<file path="config.mk">
export PLATFORM = sky130hd
export DESIGN_NAME = cacheBank
export DESIGN_NICKNAME = d
export VERILOG_FILES = /design/src/logic/cachePkg.sv /design/src/logic/meshPkg.sv /design/src/logic/cacheBank.sv
export SDC_FILE = /design/constraint.sdc
export NUM_CORES = 1
export LEC_CHECK = 0
export ABC_AREA = 1
export BUFFER_PORTS_ARGS = -buffer_cell sky130_fd_sc_hd__buf_2
export CORE_UTILIZATION = 30
export DETAILED_ROUTE_END_ITERATION = 10
export PLACE_DENSITY = 0.55
export SLEW_MARGIN = 20
export SYNTH_ARGS = -nofsm -noshare
export SYNTH_HDL_FRONTEND = slang
export SYNTH_SLANG_ARGS = --single-unit
</file>
<file path="constraint.sdc">
create_clock -name clk -period 7 [get_ports clk]
set_input_delay 1.75 -clock clk [delete_from_list [all_inputs] [get_ports clk]]
set_output_delay 1.75 -clock clk [all_outputs]
set_load 0.1 [all_outputs]
</file>
<file path="src/logic/cachePkg.sv">
// Cache memory types
package cachePkg;

	localparam int dataWidth = 16;
	localparam int bankAddrWidth = 4;
	localparam int nodeIdWidth = 4;

	typedef logic [dataWidth-1:0] word;
	typedef logic [bankAddrWidth-1:0] bankAddr;

	// Row-major node number
	typedef logic [nodeIdWidth-1:0] nodeId;

	typedef enum logic {
		opRead,
		opWrite
	} memOp;

	// What a host presents on its access port
	typedef struct packed {
		memOp op;
		nodeId node;
		logic [bankAddrWidth-1:0] bankAddr;
		word data;
	} hostRequest;

endpackage

</file>
<file path="src/logic/meshPkg.sv">
// Mesh link types
package meshPkg;

	typedef enum logic {
		kindRequest,
		kindResponse
	} flitKind;

	// Index into the four link arrays of a router
	typedef enum logic [1:0] {
		dirNorth,
		dirSouth,
		dirEast,
		dirWest
	} direction;

	// One flit per link register
	typedef struct packed {
		logic valid;
		flitKind kind;
		cachePkg::memOp op;
		cachePkg::nodeId dest;
		cachePkg::nodeId requester;
		cachePkg::bankAddr bankAddr;
		cachePkg::word data;
	} meshFlit;

endpackage

</file>
<file path="src/logic/cacheBank.sv">
// Local cache bank
`timescale 1ns/1ps

module cacheBank (
	input logic clk,
	input logic reset,
	input meshPkg::meshFlit reqFlit,
	output logic reqBusy,
	output meshPkg::meshFlit respFlit,
	input logic respBusy
);

	localparam int bankWords = 2 ** cachePkg::bankAddrWidth;

	cachePkg::word mem [bankWords];
	meshPkg::meshFlit respReg;
	cachePkg::word respData;

	// Writes echo their own data
	assign respData = (reqFlit.op == cachePkg::opWrite) ? reqFlit.data : mem[reqFlit.bankAddr];

	always_ff @(posedge clk) begin
		if (reset) begin
			for (int i = 0; i < bankWords; i++) begin
				mem[i] <= '0;
			end
			respReg.valid <= 1'b0;
		end else begin
			if (reqFlit.valid) begin
				if (reqFlit.op == cachePkg::opWrite) begin
					mem[reqFlit.bankAddr] <= reqFlit.data;
				end
				respReg <= '{valid: 1'b1, kind: meshPkg::kindResponse, op: reqFlit.op,
					dest: reqFlit.requester, requester: reqFlit.requester,
					bankAddr: reqFlit.bankAddr, data: respData};
			end else if (!respBusy) begin
				respReg.valid <= 1'b0;
			end
		end
	end

	// No new request while a response is held
	assign reqBusy = respReg.valid;
	assign respFlit = (respReg.valid && !respBusy) ? respReg : '0;

endmodule

</file>
==> reports/metrics.yaml <==
clocking:
  post_cts_buffers: 0
  ctsResizeCount: 0
  cts.clk_slew.worst_paths_ns: 0.05
  cts_root_buf: "clkbuf_16"
  postCtsHoldBufs: 0
  cts_tree: "built"
  cts_buffers: 30
  htreeDepth: 1
  clkSinkCount: 282
  cts_max_path_buffers: 3
  clk_latency_ns: 0.55
hold_path:
  min_path_type: "flip-flop to flip-flop"
global_route:
  antenna_found_initial: 0
  grt_first_pass_wirelength_um: 53500
  grt.overflow.total: 0
  grt_pass1_vias: 8908
  grt_max_degree: 86
  grt_usage_pct: 16.0
worst_setup_path:
  end_kind: "primary output"
  cp.arrival_ns: 2.77
  cp.required_ns: 5.25
  crit_type: "input port to primary output"
  crit_fanout: 25
  cp-start-kind: "input port"
layout:
  diodes: 0
  area_growth_syn_to_layout_pct: 12.0
  drive_gt1_share_pct: 9.31
  multi_input_area_um2: 3920
  post-route-util_pct: 34.4
  fill_cells: 4348
  regArea_um2: 8460
  nets: 1444
die:
  die_x_um: 210
  fp.coreArea_um2: 42300
  dieArea_um2: 44200
  fp.dieH_um: 210
  start_util_pct: 30.7
  ios: 66
  std_cell_rows: 75
synthesis:
  yosys.area_share.adder_pct: 0
  synthTopCellsByArea: "edfxtp_1 65%, nand2_1 15%, nor2_1 9.6%"
  synth_top_family_by_area: "simple AND/OR/NAND/NOR gates"
  yosys.area.top_type: "edfxtp_1"
  ys_types: 15
  synth_compound_area_share_pct: 0
  synth_top_cell_area_share_pct: 64.9
  syn_area_per_cell_um2: 9.24
  yosys.area_share.simple_pct: 30.1
  synthXorXnorAreaFrac_pct: 0
  syn_inst: 1407
  yosys_warnings: 0
  synth_mux_area_share_pct: 0
  ys_seq_area_share_pct: 65.0
  ys_seq_elements: 282
  netlist_area_um2: 13000
  syn_nets: 1441
route:
  drt-pass1-iter-count: 6
  drcViolationCount: 0
  vias: 9326
  drt-total-wl_um: 35400
  wl_met1_um: 15900
  route.met3.wl_um: 2680
  dr_wl_met2_um: 15900
  dr.max_layer_used: "met4"
  ant_nets: 0
  viasPerCell: 4.65
  drtIter0Drc: 870
  wl_per_cell_um: 17.7
power_and_ir_drop:
  p_leak_nw: 6.18
  powerDensity_nw_per_um2: 264
  ir_drop_mv: 0.179
timing:
  tightest_slew_ns: 0.985
  rsz0062_at_grt: "false"
  whs_ns: 0.504
  fin_ws_ns: 2.48
  layout_worst_path_cycle_share_pct: 64.6
  slew_headroom_pct: 34.3
  slew_viol_final: 0
  fin_crit_ns: 4.52
  setup_viol: 0
  fmax_mhz: 221
  fin_worst_skew_ns: 0.0122
  finalSetupTns_ns: 0
  hold_viol: 0
placed_design:
  place.detailed.hpwl_um: 21300
  numPortBuffers: 60
  place.gp.congestion: 0.868
  dp_worst_setup_slack_ns: 2.28
job:
  maxCapViolations: 0
run_status:
  outcome: "completed"
==> metrics by stage <==
step                instance area (um^2)  cells  total power [mW]
floorplan                          13000   1407              2.25
global placement                   13700   1955              2.37
detailed placement                 13700   1955              2.38
CTS                                14600   2006              3.87
global route                       14600   2006              3.97
finish                             14600   2006              3.84
==> layout by cell type, fill, tap and decap left out, drive strengths merged <==
| cell | n |
|---|---|
| bufinv | 2 |
| nand3 | 85 |
| buf | 68 |
| dfxtp | 1 |
| nand2 | 539 |
| edfxtp | 281 |
| clkinvlp | 1 |
| clkbuf | 41 |
| clkinv | 7 |
| nor2 | 333 |
| nand4 | 17 |
| nor3 | 4 |
| inv | 50 |
==> worst max-delay path: stages <==
cell and delay [ns]:
buf_2 0.11, nor2_2 0.13, inv_2 0.17, nor2_1 0.16, buf_2 0.45
==> kinds of logic after synthesis <==
| family | count (synthesis) |
|---|---|
| buf+inv | 147 |
| flops | 282 |
| simple gates | 978 |
==> worst paths after layout <==
kind	slack, ns	depth (start not counted)	start	to
worst max register to register	5.56	8	mem[5][3]	respReg[3]
worst min register to register	0.50	2	reqBusy	reqBusy
worst min-delay path	0.50	2	reqBusy	reqBusy
worst max-delay path	2.48	5	respBusy	respFlit[25]
==> final cells by class <==
type,count,share of cell area (%)
tap,577,4.96
inverter,50,1.31
multi-input combinational,978,26.9
clock buffer,41,5.58
timing repair buffer,68,2.49
clock inverter,10,0.687
sequential,282,58.1
==> cell usage after synthesis <==
master / number
nand2_1: 522
nor2_1: 333
edfxtp_1: 281
nand3_1: 85
inv_1: 47
buf_2: 46
clkbuf_1: 32
nand4_1: 17
nand2_2: 16
buf_1: 14
buf_4: 5
nor3_4: 4
inv_2: 3
dfxtp_1: 1
nand2_4: 1
==> registers in the layout (all words and copies together) (netlist names) <==
name,cells
mem,256
reqBusy,1
respReg,25
==> layer usage <==
metal	up-vias	track usage, %
li1	4524	-
met1	4369	22.9
met2	380	25.3
met3	53	1.80
met4	0	4.93
met5	-	0
==> power by group <==
| part | total (mW) | switching, mW | leakage (nW) | internal [mW] |
|---|---|---|---|---|
| sequential | 1.97 | 0.0234 | 2.68 | 1.95 |
| combinational | 0.367 | 0.295 | 3.06 | 0.0725 |
| clock | 1.50 | 0.626 | 0.445 | 0.877 |
Note: power is estimated with default switching activity, not from simulation.
