--- config.mk ---
export PLATFORM = sky130hd
export DESIGN_NAME = accessPort
export DESIGN_NICKNAME = d
export VERILOG_FILES = /design/src/logic/cachePkg.sv /design/src/logic/meshPkg.sv /design/src/logic/accessPort.sv
export SDC_FILE = /design/constraint.sdc
export NUM_CORES = 1
export LEC_CHECK = 0
export BUFFER_PORTS_ARGS = -buffer_cell sky130_fd_sc_hd__buf_2
export CAP_MARGIN = 30
export CORE_AREA = 10 10 89 52
export DETAILED_ROUTE_END_ITERATION = 10
export DIE_AREA = 0 0 99 62
export GPL_TIMING_DRIVEN = 1
export MAX_ROUTING_LAYER = met4
export PLACE_DENSITY = 0.77
export SYNTH_ARGS = -nofsm -noshare
export SYNTH_HDL_FRONTEND = slang
export SYNTH_SLANG_ARGS = --single-unit
--- constraint.sdc ---
create_clock -name clk -period 1.9 [get_ports clk]
set_clock_uncertainty 0.2 [all_clocks]
set_input_delay 0.19 -clock clk [delete_from_list [all_inputs] [get_ports clk]]
set_output_delay 0.19 -clock clk [all_outputs]
set_load 0.005 [all_outputs]
--- src/logic/cachePkg.sv ---
// Cache memory types
package cachePkg;

	localparam int dataWidth = 16;
	localparam int bankAddrWidth = 4;
	localparam int nodeIdWidth = 4;

	typedef logic [dataWidth-1:0] word;
	typedef logic [bankAddrWidth-1:0] bankAddr;

	// Row-major node number
	typedef logic [nodeIdWidth-1:0] nodeId;

	typedef enum logic {
		opRead,
		opWrite
	} memOp;

	// What a host presents on its access port
	typedef struct packed {
		memOp op;
		nodeId node;
		logic [bankAddrWidth-1:0] bankAddr;
		word data;
	} hostRequest;

endpackage

--- src/logic/meshPkg.sv ---
// Mesh link types
package meshPkg;

	typedef enum logic {
		kindRequest,
		kindResponse
	} flitKind;

	// Index into the four link arrays of a router
	typedef enum logic [1:0] {
		dirNorth,
		dirSouth,
		dirEast,
		dirWest
	} direction;

	// One flit per link register
	typedef struct packed {
		logic valid;
		flitKind kind;
		cachePkg::memOp op;
		cachePkg::nodeId dest;
		cachePkg::nodeId requester;
		cachePkg::bankAddr bankAddr;
		cachePkg::word data;
	} meshFlit;

endpackage

--- src/logic/accessPort.sv ---
// Host access port
`timescale 1ns/1ps

module accessPort #(
	parameter int localNode = 0
) (
	input logic clk,
	input logic reset,
	input logic req,
	input cachePkg::hostRequest request,
	output logic ack,
	output cachePkg::word readData,
	output meshPkg::meshFlit injectFlit,
	input logic injectBusy,
	input meshPkg::meshFlit responseFlit,
	output logic responseBusy
);

	typedef enum logic [1:0] {
		portIdle,
		portInject,
		portWait,
		portAck
	} portState;

	portState state;
	meshPkg::meshFlit requestFlit;
	logic responseSeen;

	// Host keeps request stable while req is high
	always_comb begin
		requestFlit = '{valid: 1'b1, kind: meshPkg::kindRequest, op: request.op,
			dest: request.node, requester: cachePkg::nodeId'(localNode),
			bankAddr: request.bankAddr, data: request.data};
	end

	assign injectFlit = (state == portInject && !injectBusy) ? requestFlit : '0;

	// Only our own response can arrive here
	assign responseBusy = 1'b0;
	assign responseSeen = responseFlit.valid && responseFlit.kind == meshPkg::kindResponse;

	always_ff @(posedge clk) begin
		if (reset) begin
			state <= portIdle;
			readData <= '0;
		end else begin
			case (state)
				portIdle: begin
					if (req) begin
						state <= portInject;
					end
				end
				portInject: begin
					if (!injectBusy) begin
						state <= portWait;
					end
				end
				portWait: begin
					if (responseSeen) begin
						readData <= responseFlit.data;
						state <= portAck;
					end
				end
				portAck: begin
					// Release after the host drops req
					if (!req) begin
						state <= portIdle;
					end
				end
				default: state <= portIdle;
			endcase
		end
	end

	assign ack = (state == portAck);

endmodule

==> metrics <==
slew margin rel.=0.586; Async SR Flop Fraction=0; Total Wirelength=~3500 um; Final Cell Area=roughly 1700 um^2; fmax=around 560 MHz; Syn Area/Cell=8.41 um^2; die width=99 um; Num CTS Buffers=3; Worst-Skew Late Latency=around 0.25 ns; Setup CP Type=flip-flop to output port; std cell rows=15; layout cells sized above 1=0.493; outcome=complete, no violations; number of synthesized flops with an enable pin=0; final worst-path cycle share=0.940; crit end category=output port; R2R setup slack=roughly 0.15 ns; RSZ-0062 raised after global routing=no; Fin Setup TNS=0 ns; Max-Cap Viols=0; fin. max-slew vios=0; CTS HTree Levels=1; Layout Nets=around 290; Synth cell types=22; I/O pin cnt=109; routed len/inst=around 13 um; critical path arrival=about 1.4 ns; crit path from=state[1]; fillers=about 300; via count=roughly 1,100; Leakage=slightly below 0.0009 uW; pin slew with the least headroom to its limit=0.621 ns; largest net degree at the start of global routing=27; number of hold violations in the final report=0; Reg area=about 360 um^2; Seq cells post-synth=18; Starting Density=0.325; Syn Std Cell Area=around 1000 um^2; worst min-delay path category=input pin to flip-flop; detailed placement HPWL=approximately 2700 um; WHS=0.0917 ns; PD cells=about 740 nW/um^2; CORE AREA=around 3200 um^2; CTS tree=yes; cells after synthesis=about 120; CP endpoint=injectFlit[12]; multi-input logic area=about 600 um^2; Root Buffer=clkbuf_8; minimum clock period=about 1.8 ns; drt initial violations=32; CP max FO=13; area delta synth->final=62.4%; Worst Reg-to-Reg Cells=5; GRT Resource Usage Total=0.106; initial antenna violation count=0; critical path startpoint category=flip-flop; RePlAce Congestion=roughly 0.72; post-route ant nets=0; top_reg_cell synth=dfxtp_1; average via count per standard cell=~4; IO Port Bufs=around 90; Final setup viols=0; CP Data Required Time=about 1.5 ns; R2R Path Start=state[0]; Chip Height=between 60 and 70 um; CTS Buffer Depth=2; total of warnings raised by yosys=0; first-pass GRT wire length=roughly 5200 um; clock slew at reported path FFs=roughly 0.06 ns; number of diodes=0; total die area=~6000 um^2; # DRC=0; reg2reg end=readData[14]; grt total ovfl=0; area of placed instances=~1500 um^2; Seq/Total Area, Yosys=0.346; CTS Sinks=18; maximum vdd ir drop=0.000436 V; number of global-route vias before repair=1,062; router iterations before antenna repair=4
==> per-layer routing <==
metal	routed length [um]	GRT usage	vias up
met1	1450	0.106	459
met2	1870	0.206	32
li1	-	-	584
met3	173	0.0309	4
met5	0	-	-
met4	36	0.0243	0
==> critical path: stages (launching register included) <==
cell	delay, ns
dfxtp_2	0.34
inv_1	0.10
ha_2	0.23
and2b_4	0.23
and2_1	0.14
buf_2	0.11
==> synthesized netlist by cell type, types with 2 or more instances <==
cell      number  area (um^2)
a21oi_1        6         30.0
buf_4          6         45.0
nand2_2        2         12.5
nand2_1       31          116
mux2i_1        2         20.0
dfxtp_1       18          360
a21oi_2       10         87.6
clkbuf_1       2         7.51
buf_2          3         15.0
inv_1          2         7.51
nand2b_1       3         18.8
ha_1           5         62.6
and2_1        25          156
==> what timing repair did <==
item / 4_1_cts / 5_1_grt
pin swaps: 0 / 0
gates resized for setup: 3 / 3
buffers inserted: 0 / 0
hold endpoints to repair: 16 / 0
endpoints found under the setup margin: 26 / 25
cloned: 0 / 1
hold buffers: 16 / 0
==> where the power goes <==
group | internal, uW | switching (uW)
Sequential | 419 | 31.1
Combinational | 291 | 257
Clock | 141 | 117
==> cell type report <==
class / instances / share of cell area
well taps: 42 / 0.0310
repair buffers: 107 / 0.367
flip-flops and latches: 18 / 0.214
inverters: 2 / 0.00443
clock buffers: 3 / 0.0244
multi-input cells: 97 / 0.360
==> cell families (layout without fill, tap and decap cells) <==
kind of cell | Yosys count | in the layout | synth area share
adder cells (fa/ha/maj) | 5 | 5 | 0.0600
AND/OR/NAND/NOR | 64 | 65 | 0.310
other | 1 | 6 | 0.00360
AO/OA/AOI/OAI | 18 | 18 | 0.145
flip-flops | 18 | 18 | 0.346
buffers and inverters | 15 | 112 | 0.102
multiplexers | 3 | 3 | 0.0336
==> metrics by stage <==
step / power [uW] / util / setup slack (ns) / std cells
2_1_floorplan: 784 / - / 0.338 / 129
3_3_place_gp: 945 / 0.460 / 0.0698 / 249
3_5_place_dp: 960 / 0.460 / 0.0257 / 249
4_1_cts: 1250 / 0.524 / 0.0185 / 268
5_1_grt: 1350 / 0.527 / 0.0126 / 269
6_report: 1260 / 0.527 / 0.113 / 269
==> worst min path at each step <==
stage	from	to	slack, ns	cells after the start
final	injectBusy	state[1]	0.09	3
after CTS	injectBusy	state[1]	0.07	3
after global routing	injectBusy	state[1]	0.1	3
after floorplan	responseFlit[12]	readData[12]	0.12	2
after global placement	responseFlit[5]	readData[5]	0.23	3
after detailed placement	responseFlit[5]	readData[5]	0.23	3
==> cell usage in the layout, fill, tap and decap left out, drive strengths merged <==
| cell | count |
|---|---|
| mux2 | 1 |
| nand2b | 3 |
| a221oi | 1 |
| mux2i | 2 |
| ha | 5 |
| inv | 2 |
| nand3 | 1 |
| conb | 6 |
| o21bai | 1 |
| dlygate4sd3 | 16 |
| and2 | 25 |
| nand2 | 33 |
| buf | 91 |
| a21oi | 16 |
| and3 | 1 |
| clkbuf | 3 |
| and2b | 2 |
| dfxtp | 18 |
==> sequential cells by signal (all words and copies together) (netlist names) <==
| signal | count |
|---|---|
| readData | 16 |
| state | 2 |
Note: power is estimated with default switching activity, not from simulation.
